`src/hdl/rename_pkg.sv`:
```
package rename_pkg;

    // sizes fixed by the RV32I ISA
    localparam int XLEN      = 32;
    localparam int REG_NUM   = 32;
    localparam int ROB_DEPTH = 7;    // tags 1..7
    localparam int TAG_W     = 3;

    typedef logic [XLEN-1:0]            data_t;
    typedef logic [$clog2(REG_NUM)-1:0] regnm_t;
    typedef logic [TAG_W-1:0]           tag_t;
    typedef logic [31:0]                inst_t;

    localparam tag_t TAG_NONE = '0;  // register value is current

    // major opcodes of the integer ALU group
    localparam logic [6:0] OP_REG = 7'b0110011;
    localparam logic [6:0] OP_IMM = 7'b0010011;
    localparam logic [6:0] OP_LUI = 7'b0110111;

    typedef enum logic [3:0] {
        ALU_ADD,
        ALU_SUB,
        ALU_SLL,
        ALU_SLT,
        ALU_SLTU,
        ALU_XOR,
        ALU_SRL,
        ALU_SRA,
        ALU_OR,
        ALU_AND,
        ALU_LUI     // pass operand b
    } alu_op_t;

    // four-phase port, decoder side
    typedef enum logic [1:0] {
        HS_IDLE,
        HS_HOLD,
        HS_RELEASE
    } hs_state_t;

endpackage
```
`src/hdl/issue_core.sv`:
```
`timescale 1ns/1ps

module issue_core
    import rename_pkg::*;
(
    input  logic   clk,
    input  logic   rst,
    input  logic   inst_req,
    input  inst_t  inst,
    output logic   inst_ack,
    output logic   commit_en,
    output regnm_t commit_rd,
    output data_t  commit_data
);

    logic    dec_valid;
    regnm_t  dec_rd;
    regnm_t  dec_rs1;
    regnm_t  dec_rs2;
    logic    dec_use_rs2;
    data_t   dec_imm;
    alu_op_t dec_op;
    logic    issue_take;

    data_t   rs1_data;
    data_t   rs2_data;
    tag_t    rs1_tag;
    tag_t    rs2_tag;

    logic    alloc_en;
    regnm_t  alloc_rd;
    tag_t    alloc_tag;

    logic    ex_en;
    alu_op_t ex_op;
    data_t   ex_a;
    data_t   ex_b;
    tag_t    ex_tag;

    logic    wb_en;
    tag_t    wb_tag;
    data_t   wb_data;
    tag_t    cm_tag;

    inst_decode u_decode (
        .clk, .rst, .inst_req, .inst, .inst_ack, .issue_take,
        .dec_valid, .dec_rd, .dec_rs1, .dec_rs2, .dec_use_rs2, .dec_imm, .dec_op
    );

    tag_regfile u_regfile (
        .clk, .rst, .rs1(dec_rs1), .rs2(dec_rs2),
        .rs1_data, .rs2_data, .rs1_tag, .rs2_tag,
        .alloc_en, .alloc_rd, .alloc_tag,
        .cm_en(commit_en), .cm_rd(commit_rd), .cm_tag, .cm_data(commit_data)
    );

    reorder_buffer u_rob (
        .clk, .rst, .dec_valid, .dec_rd, .dec_rs1, .dec_rs2, .dec_use_rs2, .dec_imm, .dec_op,
        .rs1_data, .rs2_data, .rs1_tag, .rs2_tag, .issue_take,
        .alloc_en, .alloc_rd, .alloc_tag,
        .ex_en, .ex_op, .ex_a, .ex_b, .ex_tag,
        .wb_en, .wb_tag, .wb_data,
        .cm_en(commit_en), .cm_rd(commit_rd), .cm_tag, .cm_data(commit_data)
    );

    alu_execute u_alu (
        .clk, .rst, .ex_en, .ex_op, .ex_a, .ex_b, .ex_tag,
        .wb_en, .wb_tag, .wb_data
    );

endmodule

```
`src/hdl/reorder_buffer.sv`:
```
`timescale 1ns/1ps

module reorder_buffer
    import rename_pkg::*;
(
    input  logic    clk,
    input  logic    rst,
    input  logic    dec_valid,
    input  regnm_t  dec_rd,
    input  regnm_t  dec_rs1,
    input  regnm_t  dec_rs2,
    input  logic    dec_use_rs2,
    input  data_t   dec_imm,
    input  alu_op_t dec_op,
    input  data_t   rs1_data,
    input  data_t   rs2_data,
    input  tag_t    rs1_tag,
    input  tag_t    rs2_tag,
    output logic    issue_take,
    output logic    alloc_en,
    output regnm_t  alloc_rd,
    output tag_t    alloc_tag,
    output logic    ex_en,
    output alu_op_t ex_op,
    output data_t   ex_a,
    output data_t   ex_b,
    output tag_t    ex_tag,
    input  logic    wb_en,
    input  tag_t    wb_tag,
    input  data_t   wb_data,
    output logic    cm_en,
    output regnm_t  cm_rd,
    output tag_t    cm_tag,
    output data_t   cm_data
);

    // entries are indexed by their tag
    regnm_t               ent_rd   [1:ROB_DEPTH];
    data_t                ent_data [1:ROB_DEPTH];
    logic [ROB_DEPTH:1]   ent_busy;
    logic [ROB_DEPTH:1]   ent_done;
    tag_t                 head;
    tag_t                 tail;
    logic [TAG_W:0]       count;

    logic  src1_wait;
    logic  src2_wait;
    logic  a_ok;
    logic  b_ok;
    logic  full;
    data_t rs2_val;

    function automatic tag_t next_tag(input tag_t t);
        return (t == tag_t'(ROB_DEPTH)) ? tag_t'(1) : t + tag_t'(1);
    endfunction

    // operand resolution
    assign src1_wait = (dec_rs1 != '0) && (rs1_tag != TAG_NONE);
    assign src2_wait = (dec_rs2 != '0) && (rs2_tag != TAG_NONE);
    assign a_ok      = !src1_wait || ent_done[rs1_tag];
    assign b_ok      = !dec_use_rs2 || !src2_wait || ent_done[rs2_tag];
    assign ex_a      = src1_wait ? ent_data[rs1_tag] : rs1_data;
    assign rs2_val   = src2_wait ? ent_data[rs2_tag] : rs2_data;
    assign ex_b      = dec_use_rs2 ? rs2_val : dec_imm;

    assign full       = (count == ROB_DEPTH);
    assign issue_take = dec_valid && a_ok && b_ok && !full;

    assign alloc_en  = issue_take;
    assign alloc_rd  = dec_rd;
    assign alloc_tag = tail;
    assign ex_en     = issue_take;
    assign ex_op     = dec_op;
    assign ex_tag    = tail;

    // head retires once its result is in
    assign cm_en   = ent_busy[head] && ent_done[head];
    assign cm_rd   = ent_rd[head];
    assign cm_tag  = head;
    assign cm_data = ent_data[head];

    always_ff @(posedge clk) begin
        if (rst) begin
            head     <= tag_t'(1);
            tail     <= tag_t'(1);
            count    <= '0;
            ent_busy <= '0;
            ent_done <= '0;
        end else begin
            if (wb_en)
                ent_done[wb_tag] <= 1'b1;
            if (issue_take) begin
                ent_busy[tail] <= 1'b1;
                ent_done[tail] <= 1'b0;
                tail           <= next_tag(tail);
            end
            if (cm_en) begin
                ent_busy[head] <= 1'b0;
                head           <= next_tag(head);
            end
            count <= count + (TAG_W+1)'(issue_take) - (TAG_W+1)'(cm_en);
        end
    end

    always_ff @(posedge clk) begin
        if (wb_en)
            ent_data[wb_tag] <= wb_data;
        if (issue_take)
            ent_rd[tail] <= dec_rd;
    end

    a_count_max: assert property (@(posedge clk) disable iff (rst)
        count <= ROB_DEPTH);

    // ALU result must land on a live, unfinished entry
    a_wb_live: assert property (@(posedge clk) disable iff (rst)
        wb_en |-> ent_busy[wb_tag] && !ent_done[wb_tag]);

endmodule

```
`src/hdl/alu_execute.sv`:
```
`timescale 1ns/1ps

module alu_execute
    import rename_pkg::*;
(
    input  logic    clk,
    input  logic    rst,
    input  logic    ex_en,
    input  alu_op_t ex_op,
    input  data_t   ex_a,
    input  data_t   ex_b,
    input  tag_t    ex_tag,
    output logic    wb_en,
    output tag_t    wb_tag,
    output data_t   wb_data
);

    logic [4:0] shamt;
    data_t      result;

    assign shamt = ex_b[4:0];

    always_comb begin
        case (ex_op)
            ALU_ADD:  result = ex_a + ex_b;
            ALU_SUB:  result = ex_a - ex_b;
            ALU_SLL:  result = ex_a << shamt;
            ALU_SLT:  result = data_t'($signed(ex_a) < $signed(ex_b));
            ALU_SLTU: result = data_t'(ex_a < ex_b);
            ALU_XOR:  result = ex_a ^ ex_b;
            ALU_SRL:  result = ex_a >> shamt;
            ALU_SRA:  result = data_t'($signed(ex_a) >>> shamt);
            ALU_OR:   result = ex_a | ex_b;
            ALU_AND:  result = ex_a & ex_b;
            default:  result = ex_b;  // lui
        endcase
    end

    always_ff @(posedge clk) begin
        if (rst)
            wb_en <= 1'b0;
        else
            wb_en <= ex_en;
    end

    always_ff @(posedge clk) begin
        if (ex_en) begin
            wb_tag  <= ex_tag;
            wb_data <= result;
        end
    end

endmodule

```
`src/hdl/tag_regfile.sv`:
```
`timescale 1ns/1ps

module tag_regfile
    import rename_pkg::*;
(
    input  logic   clk,
    input  logic   rst,
    input  regnm_t rs1,
    input  regnm_t rs2,
    output data_t  rs1_data,
    output data_t  rs2_data,
    output tag_t   rs1_tag,
    output tag_t   rs2_tag,
    input  logic   alloc_en,
    input  regnm_t alloc_rd,
    input  tag_t   alloc_tag,
    input  logic   cm_en,
    input  regnm_t cm_rd,
    input  tag_t   cm_tag,
    input  data_t  cm_data
);

    data_t reg_data [REG_NUM];
    tag_t  reg_tag  [REG_NUM];

    // x0 is hardwired
    always_comb begin
        if (rs1 == '0) begin
            rs1_data = '0;
            rs1_tag  = TAG_NONE;
        end else begin
            rs1_data = reg_data[rs1];
            rs1_tag  = reg_tag[rs1];
        end
    end

    always_comb begin
        if (rs2 == '0) begin
            rs2_data = '0;
            rs2_tag  = TAG_NONE;
        end else begin
            rs2_data = reg_data[rs2];
            rs2_tag  = reg_tag[rs2];
        end
    end

    always_ff @(posedge clk) begin
        if (rst) begin
            for (int i = 0; i < REG_NUM; i++) begin
                reg_data[i] <= '0;
                reg_tag[i]  <= TAG_NONE;
            end
        end else begin
            // a younger rename keeps its tag
            if (cm_en && reg_tag[cm_rd] == cm_tag) begin
                reg_data[cm_rd] <= cm_data;
                reg_tag[cm_rd]  <= TAG_NONE;
            end
            if (alloc_en)
                reg_tag[alloc_rd] <= alloc_tag;  // last assignment wins on the same rd
        end
    end

    // decoder drops x0 writers, buffer hands out tags 1..7
    a_alloc_rd: assert property (@(posedge clk) disable iff (rst)
        alloc_en |-> alloc_rd != '0);

    a_alloc_tag: assert property (@(posedge clk) disable iff (rst)
        alloc_en |-> alloc_tag != TAG_NONE);

endmodule

```
`src/hdl/inst_decode.sv`:
```
`timescale 1ns/1ps

module inst_decode
    import rename_pkg::*;
(
    input  logic    clk,
    input  logic    rst,
    input  logic    inst_req,
    input  inst_t   inst,
    output logic    inst_ack,
    input  logic    issue_take,
    output logic    dec_valid,
    output regnm_t  dec_rd,
    output regnm_t  dec_rs1,
    output regnm_t  dec_rs2,
    output logic    dec_use_rs2,
    output data_t   dec_imm,
    output alu_op_t dec_op
);

    hs_state_t  state;
    logic [6:0] opcode;
    regnm_t     rd_field;
    logic       known;
    logic       take_word;
    alu_op_t    op_next;
    data_t      imm_next;

    // funct3 map shared by register and immediate forms
    function automatic alu_op_t alu_sel(input logic [2:0] f3, input logic alt,
                                        input logic is_reg);
        alu_op_t op;
        case (f3)
            3'b000:  op = (is_reg && alt) ? ALU_SUB : ALU_ADD;  // addi has no sub
            3'b001:  op = ALU_SLL;
            3'b010:  op = ALU_SLT;
            3'b011:  op = ALU_SLTU;
            3'b100:  op = ALU_XOR;
            3'b101:  op = alt ? ALU_SRA : ALU_SRL;
            3'b110:  op = ALU_OR;
            default: op = ALU_AND;
        endcase
        return op;
    endfunction

    assign opcode    = inst[6:0];
    assign rd_field  = inst[11:7];
    assign take_word = (state == HS_IDLE) && inst_req && (!dec_valid || issue_take);

    always_comb begin
        known    = 1'b1;
        op_next  = alu_sel(inst[14:12], inst[30], opcode == OP_REG);
        imm_next = {{20{inst[31]}}, inst[31:20]};  // I-type
        case (opcode)
            OP_REG, OP_IMM: ;
            OP_LUI: begin
                op_next  = ALU_LUI;
                imm_next = {inst[31:12], 12'b0};
            end
            default: known = 1'b0;
        endcase
    end

    always_ff @(posedge clk) begin
        if (rst) begin
            state     <= HS_IDLE;
            inst_ack  <= 1'b0;
            dec_valid <= 1'b0;
        end else begin
            if (issue_take)
                dec_valid <= 1'b0;
            case (state)
                HS_IDLE: begin
                    if (take_word) begin
                        inst_ack  <= 1'b1;
                        dec_valid <= known && (rd_field != '0);  // drop no-effect words
                        state     <= HS_HOLD;
                    end
                end
                HS_HOLD: begin
                    if (!inst_req) begin
                        inst_ack <= 1'b0;
                        state    <= HS_RELEASE;
                    end
                end
                default: state <= HS_IDLE;
            endcase
        end
    end

    always_ff @(posedge clk) begin
        if (take_word) begin
            dec_rd      <= rd_field;
            dec_rs1     <= (opcode == OP_LUI) ? regnm_t'(0) : inst[19:15];  // imm bits in lui
            dec_rs2     <= inst[24:20];
            dec_use_rs2 <= (opcode == OP_REG);
            dec_imm     <= imm_next;
            dec_op      <= op_next;
        end
    end

    a_dec_held: assert property (@(posedge clk) disable iff (rst)
        dec_valid && !issue_take |=> dec_valid);

endmodule

```
`config.mk`:
```
export PLATFORM = sky130hd
export DESIGN_NAME = issue_core
export DESIGN_NICKNAME = d
export VERILOG_FILES = /design/src/hdl/rename_pkg.sv /design/src/hdl/issue_core.sv /design/src/hdl/reorder_buffer.sv /design/src/hdl/alu_execute.sv /design/src/hdl/tag_regfile.sv /design/src/hdl/inst_decode.sv
export SDC_FILE = /design/constraint.sdc
export NUM_CORES = 2
export LEC_CHECK = 0
export ABC_AREA = 1
export BUFFER_PORTS_ARGS = -buffer_cell sky130_fd_sc_hd__clkbuf_2
export CORE_UTILIZATION = 35
export DETAILED_ROUTE_END_ITERATION = 8
export GPL_TIMING_DRIVEN = 0
export PLACE_DENSITY_LB_ADDON = 0.2
export REMOVE_ABC_BUFFERS = 1
export SETUP_SLACK_MARGIN = 0.4
export SYNTH_ARGS = -nofsm -noshare
export SYNTH_HDL_FRONTEND = slang
export SYNTH_SLANG_ARGS = --single-unit
```
`constraint.sdc`:
```
create_clock -name clk -period 8.23 [get_ports clk]
set_input_delay 0.823 -clock clk [delete_from_list [all_inputs] [get_ports clk]]
set_output_delay 0.823 -clock clk [all_outputs]
set_load 0.05 [all_outputs]
```
==> Yosys cells after proc, flatten, opt, wreduce, memory -nomap -nowiden <==
Memory sizes are Yosys's and may differ from the RTL's. A register that Yosys moved wholly into a read port is not among the register bits.
Cells that the tools add are included.
{ "totals": {"register_bits": 116, "ram_bits": 1379, "inputBits": 35, "out_inout_bits": 39, "word_cells": 189, "mem_count": 4} }
{ "op_classes": {"n_addsub": 6, "magnitude_cmp": 10, "eq_ne": 25, "shifts": 3, "n_mux": 74, "bitwise": 9, "reduce_logical": 40} }
{ "mem_list": {"columns": ["memory", "words", "width", "read_ports", "rd_clocked_by_memory_dff", "wr", "line_no", "source"], "rows": [
  ["u_regfile.reg_data", 32, 32, 2, 2, 32, "tag_regfile.sv:23", "data_t reg_data [REG_NUM];"],
  ["u_rob.ent_data", 7, 32, 3, 1, 1, "reorder_buffer.sv:39", "data_t ent_data [1:ROB_DEPTH];"],
  ["u_regfile.reg_tag", 32, 3, 3, 2, 32, "tag_regfile.sv:24", "tag_t reg_tag [REG_NUM];"],
  ["u_rob.ent_rd", 7, 5, 1, 1, 1, "reorder_buffer.sv:38", "regnm_t ent_rd [1:ROB_DEPTH];"]
]} }
{ "op_table": {"columns": ["op", "n"], "rows": [
  ["one-hot mux 32 bit (10 select lines)", 1],
  ["two-way mux 32 bit", 6],
  ["less-than comparator 32 bit", 2],
  ["two-way mux 5 bit", 9],
  ["two-way mux 7 bit", 6],
  ["adder 32 bit", 1],
  ["bitwise AND 32 bit", 1],
  ["bitwise OR 32 bit", 1],
  ["OR reduction 32 bit", 1],
  ["left shift 32 x 5 -> 32 bit", 1],
  ["right shift 32 x 5 -> 32 bit", 1],
  [">>> shifter 32 x 5 -> 32 bit", 1],
  ["subtractor 32 bit", 1],
  ["bitwise XOR 32 bit", 1],
  ["two-way mux 31 bit", 1],
  ["two-way mux 3 bit", 10],
  ["two-way mux 1 bit", 29],
  ["one-hot mux 4 bit (7 select lines)", 1],
  ["equality test 4 x 3 -> 1 bit, second input constant", 5],
  ["less-than comparator 3 x 4 -> 1 bit, second input constant", 5],
  ["equality test 3 bit, second input constant", 5],
  ["nonzero test 5 bit", 3],
  ["bitwise AND 7 bit", 2],
  ["equality test 7 x 6 -> 1 bit, second input constant", 2],
  ["other kinds (33)", 71]
]} }

==> Logic depth before layout (Yosys ltp) <==
{ "depth": {"ltp_word": 14, "ltp_mapped": 48, "ltp_nobuf": 45} }

==> Cells and area by module <==
A second synthesis with hierarchy kept.
{ "unflattened": {"hier_cells": 11382, "area_unflattened_um2": 90406.7} }
{ "by_module_without_submodules": {"columns": ["mod", "n_inst", "cells_per_inst", "area_per_inst_um2", "seq_area_each_um2"], "rows": [
  ["tag_regfile", 1, 7024, 60236.5, 33632.3],
  ["reorder_buffer", 1, 1983, 16442.0, 8318.0],
  ["alu_execute", 1, 2207, 11452.2, 1071.0],
  ["inst_decode", 1, 168, 2275.9, 1641.6]
]} }

==> Worst setup path after synthesis <==
Ideal clock, no wire load.
{ "synth_timing": {"path_type": "register -> register", "startpoint": "register (tool-made name)", "endpoint": "register u_alu.wb_data[26] (data pin)", "setup_time_ns": 0.253, "t_arrival_ns": 5.493, "t_required_ns": 7.977, "setup_slack_ns": 2.485, "stages_incl_launch_ff": 36, "n_path_buf": 4, "period_less_slack_ns": 5.745, "path_cell_list": "dfxtp_1 buf_2 buf_2 nand3_1 nand3_1 nand2_1 nand2_1 nand3_1 nand3_1 clkbuf_1 clkbuf_1 nand2_1 o211ai_1 nand3_1 nand3_1 o21ai_0 inv_1 ha_1 inv_1 fa_1 or2_2 o21ai_0 a21boi_0 o21a_1 nor2_1 nor2_1 o21ai_0 a21boi_0 o21ai_0 a21oi_1 o21ai_0 nand2_1 nand3_1 nand3_1 nor2_1 nor2_1"} }
{ "synth_lines": {"columns": ["element", "line_no", "source"], "rows": [
  ["end signal: assignment", "alu_execute.sv:49", "wb_data <= result;"],
  ["end: declaration", "alu_execute.sv:15", "output data_t wb_data"]
]} }

==> impl_metrics.toml <==
[outcome]
status = "complete, but fails checks"
violations = "capacitance limit, slew limit"

[yosys]
avgSynthCellArea_um2 = 8.15
synth_edf_count = 1466
synth.distinct_cells = 55
synth-seq-cells = 1508
ys_seq_area_share_pct = 50.8
synth_top_flop_cell = "edfxtp_1"
ys_async_sr_fraction_pct = 0
syn_inst = 10800
yosysWarningCount = 0
netlist_area_um2 = 88400

[power]
p_int_mw = 15.6
p_clk_share_pct = 30.5
seqPwrFrac_pct = 33.9
p_leak_nw = 38.5
p_sw_mw = 10.3
comb_power_share_pct = 35.5
p_sw_share_pct = 39.7
pwr_density_cell_nw_per_um2 = 255
irDropWorstVdd_v = 0.000183

[clocking]
htree_levels = 4
clkTransAtPathRegs_ns = 0.06
clock_path_buffers = 3
clk_latency_ns = 0.92
cts_tree = "built"
numCtsBuffers = 172
hold_buffers = 0
cts.sinks = 1508
root_buffer = "clkbuf_16"

[sta]
finClkSkew_ns = 0.0868
worst_slew_margin_rel_pct = -8.77
hold_viol = 0
finalSetupTns_ns = 0
rsz0062_at_grt = "no"
holdWs_ns = 0.132
fmax_mhz = 128
tightest_slew_ns = 1.63
min_period_over_period_pct = 95.1
finalMaxSlewViolations = 178
setup_viol = 0
fin_crit_ns = 7.83
worst_slack_ns = 0.400

[placed_design]
port_buffers = 73
hpwl_um = 256000
dp_slack_ns = -6.21
gp_congestion = 0.950

[setup_path]
cp-end-kind = "flop"
cp-start-kind = "flop"
cp_max_fo = 41
criticalPathCategory = "flop to flop"
cp.required_ns = 8.82
cp_top_family = "simple AND/OR/NAND/NOR gates"
worstPathArrival_ns = 8.42
reg2reg_slack_ns = 0.40
critical_path.slowest_cell = "nand2_2"
rr_worst_depth = 17
path_buf_inv = 3
worstPathCellList = "inv_2, nand2_1, o21ai_1, o21ai_1, nor2_1, inv_2, o22ai_1, o21ai_1, nand4_1, nor2_1, nor2_1, nor3_2, nand3b_4, nor2_8, nand2_2, nand2_2, buf_12"
cp_slowest_stage_delay_ns = 1.08
worst-path-stages = 17

[grt]
grt_pass1_wl_um = 603000
grt_pass1_vias = 82300
grt-ovfl-total = 0
antenna_found_initial = 19
grt_max_degree = 151
gr-usage-all-layers_pct = 32.7

[route]
drt_pre_antenna_iters = 8
drcViolationCount = 0
finalWirelength_um = 437000
via_count = 88400
wire_per_inst_um = 31.4
ant_nets = 0
drt-vias-per-instance = 6.35
first_iter_violations = 13300

[die]
dieArea_um2 = 255000
rows = 184
dieHeight_um = 505
start_util_pct = 35.2
die-width_um = 505
coreArea_um2 = 251000
pin_count = 74

[finish]
num-nets-final = 10600
fillers = 24700
syn_to_final_growth_pct = 15.1
layout_common_cells = "nor2_1, o21ai_0, edfxtp_1"
layout_commonest_cell = "nor2_1"
layout-drive-gt1-share_pct = 8.14

[worst_hold_path]
holdPathStages = 1
hp-class = "input pin to flop"

[run]
maxCapViolations = 6
[sequential cells by signal (all words and copies together) (netlist names), 2 cells and up, named ones only]
register and flops:
u_regfile.reg_data 1024, u_decode.dec_rd 5, u_rob.cm_tag 3, u_regfile.reg_tag 96, u_rob.alloc_tag 3, u_rob.count 4, u_alu.wb_tag 3, u_alu.wb_data 32
u_decode.dec_rs1 5, u_decode.dec_op 4, u_rob.ent_busy 7, u_rob.ent_done 7, u_rob.ent_data 224, u_decode.state 2, u_rob.ent_rd 35, u_decode.dec_rs2 5
u_decode.dec_imm 32
[area by class of cell]
| cell class | count | area (um^2) | area share [%] |
|---|---|---|---|
| clock inverters | 91 | 1080 | 1.06 |
| well taps | 3348 | 4190 | 4.12 |
| repair buffers | 332 | 5650 | 5.56 |
| diodes | 16 | 40.0 | 0.0394 |
| multi-input cells | 7899 | 39100 | 38.4 |
| inverters | 495 | 2080 | 2.05 |
| repair inverters | 8 | 77.6 | 0.0763 |
| clock buffers | 229 | 4600 | 4.52 |
| flip-flops and latches | 1508 | 44900 | 44.2 |
[path summary, 6_finish.rpt]
kind | startpoint | endpoint
worst max-delay path | flop | u_regfile.reg_data[2][26]
worst min-delay path | inst[8] | u_decode.dec_rd[1]
worst max register to register | flop | u_regfile.reg_data[2][26]
worst min register to register | u_decode.dec_rs1[2] | flop
[worst register-to-register path, cell delays in order (launching register included)]
cell and delay (ns):
dfxtp_4 0.74, inv_2 0.67, nand2_1 0.19, o21ai_1 0.08
o21ai_1 0.82, nor2_1 0.26, inv_2 0.56, o22ai_1 0.19
o21ai_1 0.38, nand4_1 0.27, nor2_1 0.17, nor2_1 0.06
nor3_2 0.25, nand3b_4 0.27, nor2_8 0.30, nand2_2 0.87
nand2_2 1.13, buf_12 0.29
[power groups by stage]
stage | combinational (mW) | clock, mW | sequential [mW]
floorplan | 4.59 | 0 | 9.06
global placement | 7.60 | 0 | 9.39
detailed placement | 7.94 | 0 | 8.98
CTS | 8.57 | 7.90 | 8.78
global route | 9.62 | 8.18 | 8.80
finish | 9.20 | 7.91 | 8.78
[timing repair]
action | in CTS | in global routing
resized for setup | 135 | 80
cloned | 35 | 8
pin swaps | 11 | 14
setup buffers | 30 | 34
setup endpoints to repair | 311 | 198
[synthesized netlist by cell type, types with 21 or more instances]
| library cell | count | area [um^2] |
|---|---|---|
| clkbuf_1 | 735 | 2760 |
| o221ai_1 | 164 | 1440 |
| inv_1 | 466 | 1750 |
| o211ai_1 | 126 | 946 |
| edfxtp_1 | 1466 | 44000 |
| nor2_1 | 2620 | 9830 |
| o2111ai_1 | 46 | 403 |
| o21ai_0 | 1606 | 8040 |
| buf_1 | 45 | 169 |
| nand3_1 | 802 | 4010 |
| buf_2 | 162 | 811 |
| nand4_1 | 71 | 444 |
| nand2_1 | 1283 | 4820 |
| o21ai_1 | 58 | 290 |
| a21oi_1 | 291 | 1460 |
| ha_1 | 107 | 1340 |
| dfxtp_1 | 42 | 841 |
| o22ai_1 | 479 | 3000 |
| nor3_1 | 30 | 150 |
| inv_2 | 21 | 78.8 |
[per-layer routing]
layer	wire [um]	global-route usage (%)	part of all wire, %
met2	190000	49.8	44
met4	31800	21.4	7.3
met1	161000	41.2	37
met5	103	0	0.024
met3	53200	7.83	12
[kinds of logic (layout without fill, tap and decap cells)]
family,after synthesis,count (layout),share of synthesized area (%)
buffers and inverters,1444,1155,6.39
adders and majority gates,110,110,1.58
other,0,16,0
and+or+nand+nor,4877,4884,22.4
DFF,1508,1508,50.8
xor gates and xnor gates,6,6,0.0595
AOI/OAI and AO/OA,2899,2899,18.8
[stage by stage]
stage          util, %  power (mW)  instances  area [um^2]
2_1_floorplan        -        13.6       9895        84600
3_3_place_gp      35.5        17.0      13300        89100
3_5_place_dp      37.1        16.9      13500        93300
4_1_cts           40.1        25.3      13900       101000
5_1_grt           40.5        26.6      13900       102000
6_report          40.5        25.9      13900       102000
No activity file was read; power rests on OpenSTA's default activity.
